`src/logic/scan_out_params.svh`:
```
//////////////////////////////
// Widths, OSD palette and housekeeping defaults for the scan-out path
// Include wherever one of these values is needed
//////////////////////////////

`ifndef SCAN_OUT_PARAMS_SVH
`define SCAN_OUT_PARAMS_SVH

// Bits per color channel
`define PIX_W 8

// Pixels carried per input word
`define PAIR_N 2

// OSD palette, {r, g, b}
`define OSD_BLACK  24'h000000
`define OSD_BLUE   24'h0000ff
`define OSD_YELLOW 24'hffff00
`define OSD_WHITE  24'hffffff

// Force red bit 0 low at the transmitter
`define TX_MASK_R_LSB 1

`define PWM_PERIOD_DEF 1024

// Resync hold counter width
`define LED_HOLD_BITS_DEF 24

`endif

```
`src/logic/scan_out_pkg.sv`:
```
//////////////////////////////
// Pixel, pixel-pair, sync and OSD color types
// Shared by the whole scan-out path
//////////////////////////////

`include "scan_out_params.svh"

package scan_out_pkg;

    typedef struct packed {
        logic [`PIX_W-1:0] r;
        logic [`PIX_W-1:0] g;
        logic [`PIX_W-1:0] b;
    } rgb_t;

    // Active high syncs
    typedef struct packed {
        logic hsync;
        logic vsync;
        logic de;
    } sync_t;

    typedef struct packed {
        rgb_t  rgb;
        sync_t sync;
    } pixel_t;

    // Element 0 goes out first
    typedef pixel_t [`PAIR_N-1:0] pixel_pair_t;

    typedef enum logic [1:0] {
        OSD_C_BLACK  = 2'd0,
        OSD_C_BLUE   = 2'd1,
        OSD_C_YELLOW = 2'd2,
        OSD_C_WHITE  = 2'd3
    } osd_color_t;

endpackage

```
`src/logic/pixel_pair_unpacker.sv`:
```
//////////////////////////////
// Takes pixel pairs over valid/ready and sends one pixel per clock
// Emits blank pixels with held syncs when starved
//////////////////////////////

`timescale 1ns/1ps

module pixel_pair_unpacker (
    input  logic                      pclk_out,
    input  logic                      po_reset_n,
    input  logic                      pair_valid_i,
    input  scan_out_pkg::pixel_pair_t pair_i,
    output logic                      pair_ready_o,
    output scan_out_pkg::pixel_t      pix_o
);
    import scan_out_pkg::*;

    pixel_pair_t pair_q;
    logic        full_q;
    logic        phase_q;
    logic        accept;

    // Free when empty, or when the second pixel leaves this cycle
    assign pair_ready_o = ~full_q | phase_q;
    assign accept = pair_valid_i & pair_ready_o;

    always_ff @(posedge pclk_out or negedge po_reset_n) begin
        if (!po_reset_n) begin
            full_q <= 1'b0;
            phase_q <= 1'b0;
        end else if (accept) begin
            full_q <= 1'b1;
            phase_q <= 1'b0;
        end else if (full_q) begin
            full_q <= ~phase_q;
            phase_q <= ~phase_q;
        end
    end

    always_ff @(posedge pclk_out) begin
        if (accept) begin
            pair_q <= pair_i;
        end
    end

    always_ff @(posedge pclk_out or negedge po_reset_n) begin
        if (!po_reset_n) begin
            pix_o <= '0;
        end else if (full_q) begin
            pix_o <= pair_q[phase_q];
        end else begin
            // Blank pixel, hsync and vsync keep their last level
            pix_o.rgb <= '0;
            pix_o.sync.de <= 1'b0;
        end
    end

endmodule

```
`src/logic/osd_overlay.sv`:
```
//////////////////////////////
// OSD overlay stage, one register
// Swaps rgb for a palette color while the OSD is on
//////////////////////////////

`timescale 1ns/1ps

`include "scan_out_params.svh"

module osd_overlay (
    input  logic                     pclk_out,
    input  logic                     po_reset_n,
    input  scan_out_pkg::pixel_t     pix_i,
    input  logic                     osd_enable_i,
    input  scan_out_pkg::osd_color_t osd_color_i,
    output scan_out_pkg::pixel_t     pix_o
);
    import scan_out_pkg::*;

    rgb_t palette_rgb;

    always_comb begin
        unique case (osd_color_i)
            OSD_C_BLACK:  palette_rgb = `OSD_BLACK;
            OSD_C_BLUE:   palette_rgb = `OSD_BLUE;
            OSD_C_YELLOW: palette_rgb = `OSD_YELLOW;
            OSD_C_WHITE:  palette_rgb = `OSD_WHITE;
        endcase
    end

    always_ff @(posedge pclk_out or negedge po_reset_n) begin
        if (!po_reset_n) begin
            pix_o <= '0;
        end else begin
            pix_o.rgb <= osd_enable_i ? palette_rgb : pix_i.rgb;
            // Syncs ride in the same register to stay aligned
            pix_o.sync <= pix_i.sync;
        end
    end

endmodule

```
`src/logic/tx_output_stage.sv`:
```
//////////////////////////////
// Launch register for the HDMI transmitter
// Masks red bit 0, flags frame start
//////////////////////////////

`timescale 1ns/1ps

`include "scan_out_params.svh"

module tx_output_stage (
    input  logic                 pclk_out,
    input  logic                 po_reset_n,
    input  scan_out_pkg::pixel_t pix_i,
    output scan_out_pkg::rgb_t   tx_rgb_o,
    output scan_out_pkg::sync_t  tx_sync_o,
    output logic                 frame_start_o
);

    always_ff @(posedge pclk_out or negedge po_reset_n) begin
        if (!po_reset_n) begin
            tx_rgb_o <= '0;
            tx_sync_o <= '0;
            frame_start_o <= 1'b0;
        end else begin
            tx_rgb_o <= pix_i.rgb;
            // Board crosstalk on red bit 0
            if (`TX_MASK_R_LSB != 0) begin
                tx_rgb_o.r[0] <= 1'b0;
            end
            tx_sync_o <= pix_i.sync;
            // Registered vsync is the previous one
            frame_start_o <= tx_sync_o.vsync & ~pix_i.sync.vsync;
        end
    end

endmodule

```
`src/logic/pwm_2ch.sv`:
```
//////////////////////////////
// Two PWM channels on one period counter
// Duty in sixteenths of PWM_PERIOD
//////////////////////////////

`timescale 1ns/1ps

`include "scan_out_params.svh"

module pwm_2ch #(
    parameter int PWM_PERIOD = `PWM_PERIOD_DEF
) (
    input  logic       pclk_out,
    input  logic       po_reset_n,
    input  logic [3:0] ch1_duty_i,
    input  logic [3:0] ch2_duty_i,
    output logic       ch1_pwm_o,
    output logic       ch2_pwm_o
);
    localparam int CNT_W = $clog2(PWM_PERIOD);
    localparam logic [CNT_W-1:0] STEP = CNT_W'(PWM_PERIOD / 16);
    localparam logic [CNT_W-1:0] CNT_LAST = CNT_W'(PWM_PERIOD - 1);

    logic [CNT_W-1:0] cnt_q;
    logic [CNT_W-1:0] ch1_thr;
    logic [CNT_W-1:0] ch2_thr;

    assign ch1_thr = CNT_W'(ch1_duty_i) * STEP;
    assign ch2_thr = CNT_W'(ch2_duty_i) * STEP;

    always_ff @(posedge pclk_out or negedge po_reset_n) begin
        if (!po_reset_n) begin
            cnt_q <= '0;
            ch1_pwm_o <= 1'b0;
            ch2_pwm_o <= 1'b0;
        end else begin
            if (cnt_q == CNT_LAST) begin
                cnt_q <= '0;
            end else begin
                cnt_q <= cnt_q + 1'b1;
            end
            ch1_pwm_o <= (cnt_q < ch1_thr);
            ch2_pwm_o <= (cnt_q < ch2_thr);
        end
    end

endmodule

```
`src/logic/led_status.sv`:
```
//////////////////////////////
// Status LEDs and fan drive
// Resync hold timer, standby blink, PWM gating
//////////////////////////////

`timescale 1ns/1ps

`include "scan_out_params.svh"

module led_status #(
    parameter int HOLD_BITS = `LED_HOLD_BITS_DEF
) (
    input  logic       pclk_out,
    input  logic       po_reset_n,
    input  logic       resync_strobe_i,
    input  logic       sys_poweron_i,
    input  logic       framelock_i,
    input  logic       pll_locked_i,
    input  logic       led_pwm_i,
    input  logic       fan_pwm_i,
    output logic [1:0] led_o,
    output logic       fan_pwm_n_o
);
    logic                 strobe_sync1_q;
    logic                 strobe_sync2_q;
    logic                 strobe_prev_q;
    logic                 strobe_rise;
    logic [HOLD_BITS-1:0] hold_cnt_q;

    // Strobe comes from another domain
    always_ff @(posedge pclk_out or negedge po_reset_n) begin
        if (!po_reset_n) begin
            strobe_sync1_q <= 1'b0;
            strobe_sync2_q <= 1'b0;
            strobe_prev_q <= 1'b0;
        end else begin
            strobe_sync1_q <= resync_strobe_i;
            strobe_sync2_q <= strobe_sync1_q;
            strobe_prev_q <= strobe_sync2_q;
        end
    end

    assign strobe_rise = strobe_sync2_q & ~strobe_prev_q;

    always_ff @(posedge pclk_out or negedge po_reset_n) begin
        if (!po_reset_n) begin
            hold_cnt_q <= '0;
        end else if (sys_poweron_i) begin
            if (strobe_rise) begin
                hold_cnt_q <= '1;
            end else if (hold_cnt_q != '0) begin
                hold_cnt_q <= hold_cnt_q - 1'b1;
            end
        end else if (pll_locked_i) begin
            hold_cnt_q <= '0;
        end else begin
            // Free-running in standby, MSB makes the blink
            hold_cnt_q <= hold_cnt_q - 1'b1;
        end
    end

    assign led_o = {2{led_pwm_i}} & (sys_poweron_i ?
                   {framelock_i, (hold_cnt_q != '0)} :
                   {1'b0, ~hold_cnt_q[HOLD_BITS-1]});

    // Fan driver input is active low
    assign fan_pwm_n_o = ~(sys_poweron_i & fan_pwm_i);

endmodule

```
`src/logic/scan_out_top.sv`:
```
//////////////////////////////
// Scan converter output side on pclk_out
// Video path to the transmitter plus LED and fan housekeeping
//////////////////////////////

`timescale 1ns/1ps

`include "scan_out_params.svh"

module scan_out_top #(
    parameter int PWM_PERIOD = `PWM_PERIOD_DEF,
    parameter int HOLD_BITS  = `LED_HOLD_BITS_DEF
) (
    input  logic                      pclk_out,
    input  logic                      po_reset_n,
    input  logic                      pair_valid_i,
    input  scan_out_pkg::pixel_pair_t pair_i,
    output logic                      pair_ready_o,
    input  logic                      osd_enable_i,
    input  scan_out_pkg::osd_color_t  osd_color_i,
    output scan_out_pkg::rgb_t        tx_rgb_o,
    output scan_out_pkg::sync_t       tx_sync_o,
    output logic                      frame_start_o,
    input  logic                      resync_strobe_i,
    input  logic                      sys_poweron_i,
    input  logic                      framelock_i,
    input  logic                      pll_locked_i,
    input  logic [3:0]                fan_duty_i,
    input  logic [3:0]                led_duty_i,
    output logic [1:0]                led_o,
    output logic                      fan_pwm_n_o
);
    import scan_out_pkg::*;

    pixel_t pix_unpacked;
    pixel_t pix_overlaid;
    logic   fan_pwm;
    logic   led_pwm;

    pixel_pair_unpacker pixel_pair_unpacker_inst (
        .pclk_out     (pclk_out),
        .po_reset_n   (po_reset_n),
        .pair_valid_i (pair_valid_i),
        .pair_i       (pair_i),
        .pair_ready_o (pair_ready_o),
        .pix_o        (pix_unpacked)
    );

    osd_overlay osd_overlay_inst (
        .pclk_out     (pclk_out),
        .po_reset_n   (po_reset_n),
        .pix_i        (pix_unpacked),
        .osd_enable_i (osd_enable_i),
        .osd_color_i  (osd_color_i),
        .pix_o        (pix_overlaid)
    );

    tx_output_stage tx_output_stage_inst (
        .pclk_out      (pclk_out),
        .po_reset_n    (po_reset_n),
        .pix_i         (pix_overlaid),
        .tx_rgb_o      (tx_rgb_o),
        .tx_sync_o     (tx_sync_o),
        .frame_start_o (frame_start_o)
    );

    // Channel 1 drives the fan, channel 2 dims the LEDs
    pwm_2ch #(
        .PWM_PERIOD (PWM_PERIOD)
    ) pwm_2ch_inst (
        .pclk_out   (pclk_out),
        .po_reset_n (po_reset_n),
        .ch1_duty_i (fan_duty_i),
        .ch2_duty_i (led_duty_i),
        .ch1_pwm_o  (fan_pwm),
        .ch2_pwm_o  (led_pwm)
    );

    led_status #(
        .HOLD_BITS (HOLD_BITS)
    ) led_status_inst (
        .pclk_out        (pclk_out),
        .po_reset_n      (po_reset_n),
        .resync_strobe_i (resync_strobe_i),
        .sys_poweron_i   (sys_poweron_i),
        .framelock_i     (framelock_i),
        .pll_locked_i    (pll_locked_i),
        .led_pwm_i       (led_pwm),
        .fan_pwm_i       (fan_pwm),
        .led_o           (led_o),
        .fan_pwm_n_o     (fan_pwm_n_o)
    );

endmodule

```
`config.mk`:
```
export PLATFORM = sky130hd
export DESIGN_NAME = scan_out_top
export DESIGN_NICKNAME = d
export VERILOG_FILES = /design/src/logic/scan_out_pkg.sv /design/src/logic/pixel_pair_unpacker.sv /design/src/logic/osd_overlay.sv /design/src/logic/tx_output_stage.sv /design/src/logic/pwm_2ch.sv /design/src/logic/led_status.sv /design/src/logic/scan_out_top.sv
export VERILOG_INCLUDE_DIRS = /design/src /design/src/logic
export SDC_FILE = /design/constraint.sdc
export NUM_CORES = 1
export LEC_CHECK = 0
export BUFFER_PORTS_ARGS = -buffer_cell sky130_fd_sc_hd__buf_2
export CORE_ASPECT_RATIO = 0.8
export CORE_MARGIN = 5
export CORE_UTILIZATION = 35
export CTS_CLUSTER_SIZE = 20
export DETAILED_ROUTE_END_ITERATION = 16
export SYNTH_ARGS = -nofsm -noshare
export SYNTH_HDL_FRONTEND = slang
export SYNTH_SLANG_ARGS = --single-unit
export TNS_END_PERCENT = 10
```
`constraint.sdc`:
```
create_clock -name pclk_out -period 5.8 [get_ports pclk_out]
set_input_delay 0.29 -clock pclk_out [delete_from_list [all_inputs] [get_ports pclk_out]]
set_output_delay 0.29 -clock pclk_out [all_outputs]
set_load 0.02 [all_outputs]
```
Word level (Yosys, flattened, before mapping)
Index checks and enable logic that the tools add are counted.
- flip-flop bits (word level): 176
- input port bits: 72
- output and inout bits: 32
- word-level logic and storage cells: 81
- $add $sub $neg: 2
- magnitude comparators: 3
- equality and inequality tests: 5
- mux-type cells: 16
- bitwise gates (word level): 12
- reductions and logical operators: 3
- operator list (cell ; count):
    24-bit two-way mux ; 6
    24-bit one-hot mux with 4 select lines ; 1
    27-bit two-way mux ; 2
    24-bit nonzero test ; 1
    24-bit by 1-bit subtractor with 24-bit output (second input constant) ; 1
    10-bit less-than comparator ; 2
    10-bit by 1-bit adder with 10-bit output (second input constant) ; 1
    10-bit equality test (second input constant) ; 1
    10-bit two-way mux ; 1
    1-bit NOT ; 6
    1-bit two-way mux ; 5
    1-bit AND ; 4
    2-bit equality test (second input constant) ; 2
    3-bit by 1-bit != test with 1-bit output (second input constant) ; 1
    2-bit AND ; 1
    2-bit by 1-bit equality test with 1-bit output (second input constant) ; 1
    2-bit zero test ; 1
    1-bit by 2-bit less-than comparator with 1-bit output (second input constant) ; 1
    2-bit two-way mux ; 1
    2-bit nonzero test ; 1
    1-bit bitwise OR ; 1

Logic depth before layout (Yosys ltp)
- depth after elaboration: 4
- mapped depth: 8
- depth with buffers taken out: 6

Cells and area by module
A second synthesis with hierarchy kept.
- cells, all modules: 445
- area total of the unflattened synthesis: 6782.8 µm²
- by module, submodules not included (module ; times used ; cells each ; area each (µm²) ; sequential area each (µm²)):
    pixel_pair_unpacker ; 1 ; 150 ; 2871.5 ; 2347.3
    led_status ; 1 ; 148 ; 1471.4 ; 675.6
    osd_overlay ; 1 ; 55 ; 1077.3 ; 675.6
    tx_output_stage ; 1 ; 30 ; 700.7 ; 675.6
    pwm_2ch ; 1 ; 62 ; 661.9 ; 300.3

Least setup slack after synthesis
Ideal clock, no wire load.
- path kind: reg-to-reg
- start: reg pixel_pair_unpacker_inst.phase_q
- end: reg pixel_pair_unpacker_inst.pair_q[0] (netlist bit), enable pin
- library setup time: 415 ps
- arrival: 2316 ps
- required time: 5385 ps
- setup slack: 3069 ps
- cell stages (with the launch flop): 4
- buffers on the path: 1
- period minus slack after synthesis: 2731 ps
- cell sequence: dfrtp_1 -> clkbuf_1 -> nand2b_1 -> and2_1
- cells in the longest elaborated chain, start to end: 2
- RTL lines (element ; line ; RTL):
    start: declaration ; pixel_pair_unpacker.sv:20 ; logic phase_q;
    start signal: assignment ; pixel_pair_unpacker.sv:36 ; phase_q <= ~phase_q;
    1-bit bitwise OR ; pixel_pair_unpacker.sv:24 ; assign pair_ready_o = ~full_q | phase_q;
    named net pair_ready_o ; scan_out_top.sv:18 ; output logic pair_ready_o,
    1-bit AND ; pixel_pair_unpacker.sv:25 ; assign accept = pair_valid_i & pair_ready_o;
    named net pixel_pair_unpacker_inst.accept ; pixel_pair_unpacker.sv:21 ; logic accept;
    end signal: assignment ; pixel_pair_unpacker.sv:42 ; pair_q <= pair_i;
    end: declaration ; pixel_pair_unpacker.sv:18 ; pixel_pair_t pair_q;
The timed path passes the listed nets, and every way through them passes these cells.
A chain may end at the register's enable or synchronous reset.

Worst setup path after layout
- start: reg led_status_inst.hold_cnt_q[0]
- end: reg led_status_inst.hold_cnt_q[0]
- cells in the longest elaborated chain, start to end: 4
- elaborated cells between the ends (all ways): 7
- those cells by class: 1 x add/sub; 1 x eq/ne; 4 x mux; 1 x reduce/logical
- RTL lines (element ; line ; RTL):
    start: declaration ; led_status.sv:28 ; logic [HOLD_BITS-1:0] hold_cnt_q;
    start signal: assignment ; led_status.sv:52 ; hold_cnt_q <= hold_cnt_q - 1'b1;
    start signal: assignment ; led_status.sv:58 ; hold_cnt_q <= hold_cnt_q - 1'b1;
    24-bit by 1-bit subtractor with 24-bit output ; led_status.sv:52, led_status.sv:58 ;
    24-bit two-way mux ; led_status.sv:51 ; end else if (hold_cnt_q != '0) begin
    24-bit two-way mux ; led_status.sv:49 ; if (strobe_rise) begin
    24-bit two-way mux ; led_status.sv:48 ; end else if (sys_poweron_i) begin
Several ways; a longest one is shown, not always the timed one. The select of a mux whose other input is x is not followed.

==> out/results.env <==
STATUS='finished clean'
WL_MET2_UM=5100
GRT_START_MAX_NET_PINS=67
LAYOUT_COMMON_CELLS='120 x sky130_fd_sc_hd__dfrtp_1, 99 x sky130_fd_sc_hd__buf_2, 52 x sky130_fd_sc_hd__edfxtp_1, 34 x sky130_fd_sc_hd__inv_1, 28 x sky130_fd_sc_hd__mux2i_1'
HPWLAFTERDP_UM=7590
CLOCKBUFFERDEPTH=2
PRE_CTS_WS_NS=2.77
COREAREA_UM2=17900
ANTENNA_CELLS=0
SYNTH_AREA_LEADER_CELL='sky130_fd_sc_hd__dfrtp_1'
DR_TOTAL_VIAS=3646
GRT_OVERFLOW_TOTAL=0
RELSLEWSLACK_PCT=21.5
CLOCK_TREE.HTREE_LEVEL_COUNT=4
ANTENNA_FOUND_INITIAL=0
DOMINANTREGCELLSYNTH='sky130_fd_sc_hd__dfrtp_1'
TOTAL_LEAKAGE_POWER_nW=3.44
SYNTH_SEQ_AREA_SHARE_PCT=72.1
CTS_SINKS=172
WORST_SETUP_PATH_END_KIND='flop'
ASYNCSETRESETFLOPFRACSYNTH_PCT=69.8
CRIT_PATH_START_KIND='flop'
NUMPORTBUFFERS=100
SYNTH.NET_COUNT=533
YS.WARNINGS.COUNT=0
SYNTH_CELL_TYPES=44
M1WIRELENGTH_UM=5570
SYN_AREA_UM2=6330
FINALNETCOUNT=638
POWER.IR.VDD_WORST_mV=0.201
FP.DIEAREA_UM2=20900
TOTAL_LENGTH_OF_ROUTED_WIRES_UM=11600
GRT_USE_TOTAL_PCT=11.8
CTS_MADE_BUFFERS=17
R2R_SETUP_SLACK_NS=2.76
TIMING.HOLD.WORST.CLASS='in -> reg'
WL_CELL_UM=14.4
FINALCRITICALPERIOD_NS=3.04
CP_DATA_ARRIVAL_TIME_NS=3.30
CLASS_OF_THE_MOST_CRITICAL_SETUP_PATH='reg -> reg'
YS_TOP_CELLS_BY_AREA='sky130_fd_sc_hd__dfrtp_1 47%, sky130_fd_sc_hd__edfxtp_1 25%, sky130_fd_sc_hd__mux2i_1 4.4%'
LAYOUT_WORST_PATH_CYCLE_SHARE_PCT=52.5
ROUTED-WL-MET3_UM=771
FLOW.AREA_GROWTH_FROM_SYNTHESIS_PCT=21.2
ITERATION_0_DRC_COUNT_OF_THE_DETAILED_ROUTER=279
PLACEMENT_ROWS=44
MAXCLOCKFREQUENCY_MHz=328
FIN_HOLD_WS_NS=0.0295
CLOCK_LATENCY_OF_THE_LATER_CLOCKED_REGISTER_IN_THE_WORST_SKEW_PAIR_NS=0.43
POSTLAYOUTSETUPSLACKWORST_NS=2.76
DETAILEDROUTE.FIRSTPASSITERATIONCOUNT=4
TRITONCTS='yes'
ROUTED_VIA_DENSITY=4.55
INITIAL_CORE_UTIL_PCT=35.3
SYNTH-EDFF-COUNT=52
SLEW_VIOL_FINAL=0
GRT_SETUP_UNREPAIRED='no'
NFILLCELLS=1681
POST-CTS-SETUP-BUFFER-COUNT=0
TOTAL_POWER_mW=3.43
SKEW_NS=0.0141
CAP_VIOL_MAX_COUNT=0
POSTROUTEANTENNANETS=0
SYN_AREA_PER_CELL_UM2=14.0
GRT_PASS1_WL_UM=19500
SYNTH_TOP_AREA_SHARE_PCT=47.4
SHARE_OF_LAYOUT_CELLS_ABOVE_DRIVE_STRENGTH_1_PCT=24.2
DIE_X_EXTENT_UM=160
POWER.DENSITY_CELL_AREA_nW_PER_UM2=448
SETUP_TOTAL_NEGATIVE_SLACK_NS=0
CLKSLEWWORSTSETUPHOLDPATHS_NS=0.07
DR.MAX_LAYER_USED='met4'
DETAIL_ROUTE.DRC_VIOLATIONS=0
NUM_PORTS=104
PATH_MAX_FANOUT=23
SYNTH.FF_LATCH_COUNT=172
SETUP_VIOL=0
GPL.FINAL_WEIGHTED_CONGESTION=0.719
DIE_HEIGHT_UM=130
LAYOUT_COMMONEST_CELL='sky130_fd_sc_hd__dfrtp_1'
TIMING_HOLD_VIOLATIONS_FINAL=0
FIRST_GLOBAL_VIAS=3843
CTS-ROOT-BUF='sky130_fd_sc_hd__clkbuf_16'
WORST_PIN_SLEW_NS=1.18
REQUIRED_NS=6.06
NETLIST_INSTANCES=453
[power breakdown]
| part | switching (mW) | internal, mW |
|---|---|---|
| Clock | 0.485 | 0.660 |
| Sequential | 0.129 | 1.56 |
| Combinational | 0.365 | 0.240 |
[per-stage QoR]
step                      util, %  cells  instance area [um^2]
after global routing         42.8    801                  7670
final                        42.8    801                  7670
after CTS                    42.8    801                  7670
after global placement       39.3    767                  7060
after floorplan                 -    453                  6330
after detailed placement     39.3    767                  7060
[final timing paths]
check                                                    from                            endpoint  cells past startpoint
worst max-delay path            led_status_inst.hold_cnt_q[0]       led_status_inst.hold_cnt_q[0]                      6
worst min-delay path                                pair_i[0]  pixel_pair_unpacker_inst.pair_q[0]                      1
worst max register to register  led_status_inst.hold_cnt_q[0]       led_status_inst.hold_cnt_q[0]                      6
worst min register to register      osd_overlay_inst.pix_o[5]    tx_output_stage_inst.tx_rgb_o[2]                      0
max in group asynchronous                          po_reset_n   tx_output_stage_inst.tx_rgb_o[19]                      3
min in group asynchronous                          po_reset_n              pwm_2ch_inst.ch2_pwm_o                      2
[final cells by class]
class	count	area (um^2)	area share (%)
clock inverter	12	149	1.94
clock buffer	20	447	5.82
timing repair buffer	104	538	7.01
tap	230	288	3.75
multi-input combinational	229	1560	20.3
sequential	172	4560	59.5
inverter	34	128	1.66
[synth_stat cells (2+ instances only)]
master                     instances
sky130_fd_sc_hd__a211oi_1          4
sky130_fd_sc_hd__nor2b_1          27
sky130_fd_sc_hd__a21o_1            4
sky130_fd_sc_hd__nand2_1          14
sky130_fd_sc_hd__buf_2             2
sky130_fd_sc_hd__o31ai_1           3
sky130_fd_sc_hd__a31oi_1           8
sky130_fd_sc_hd__dfrtp_1         120
sky130_fd_sc_hd__nor2_1           18
sky130_fd_sc_hd__xor2_1            4
sky130_fd_sc_hd__mux2i_1          28
sky130_fd_sc_hd__clkbuf_1         13
sky130_fd_sc_hd__nand3_1           3
sky130_fd_sc_hd__a21oi_1          16
sky130_fd_sc_hd__ha_1              8
sky130_fd_sc_hd__nand2b_1          5
sky130_fd_sc_hd__nand4_1           4
sky130_fd_sc_hd__or3_1             4
sky130_fd_sc_hd__inv_1            34
sky130_fd_sc_hd__o21ai_0          26
sky130_fd_sc_hd__nor3_1            9
sky130_fd_sc_hd__edfxtp_1         52
sky130_fd_sc_hd__xnor2_1          14
sky130_fd_sc_hd__and3_1            2
sky130_fd_sc_hd__or4_1             7
sky130_fd_sc_hd__and4_1            3
sky130_fd_sc_hd__nor4_1            4
[critical path, stage by stage, from the launching register on]
cell,delay [ns]
sky130_fd_sc_hd__dfrtp_1,0.41
sky130_fd_sc_hd__inv_1,0.07
sky130_fd_sc_hd__ha_1,0.20
sky130_fd_sc_hd__or4b_1,0.66
sky130_fd_sc_hd__nor4_4,0.58
sky130_fd_sc_hd__a41o_1,0.80
sky130_fd_sc_hd__mux2i_1,0.15
[routing by layer]
layer / global-route usage [%] / up-vias
li1: - / 1789
met1: 16.3 / 1745
met2: 17.3 / 100
met3: 4.74 / 12
met4: 3.49 / 0
met5: 0 / -
[kinds of logic (layout without fill, tap and decap cells)]
logic type / after synthesis / in the layout / synth area share, %
other: 1 / 1 / 0.0592
DFF: 172 / 172 / 72.1
xor gates and xnor gates: 18 / 18 / 2.49
AOI/OAI and AO/OA: 66 / 66 / 6.11
muxes: 28 / 28 / 4.43
buffers and inverters: 52 / 170 / 3.30
adders and majority gates: 8 / 8 / 1.58
and+or+nand+nor: 108 / 108 / 9.96
[registers in the layout, indices dropped and copies added, names as in the netlist]
signal / cells
pwm_2ch_inst.ch1_pwm_o: 1
pixel_pair_unpacker_inst.full_q: 1
osd_overlay_inst.pix_o: 26
pixel_pair_unpacker_inst.phase_q: 1
pixel_pair_unpacker_inst.pair_q: 52
tx_output_stage_inst.tx_rgb_o: 23
led_status_inst.hold_cnt_q: 24
pwm_2ch_inst.cnt_q: 10
pwm_2ch_inst.ch2_pwm_o: 1
led_status_inst.strobe_sync2_q: 1
pixel_pair_unpacker_inst.pix_o: 26
tx_output_stage_inst.frame_start_o: 1
led_status_inst.strobe_prev_q: 1
led_status_inst.strobe_sync1_q: 1
tx_output_stage_inst.tx_sync_o: 3
[what timing repair did]
action / 4_1_cts / 5_1_grt
resized for setup: 0 / 0
endpoints found under the hold margin: 55 / 0
hold buffers: 2 / 0
Note: power is estimated with default switching activity, not from simulation.
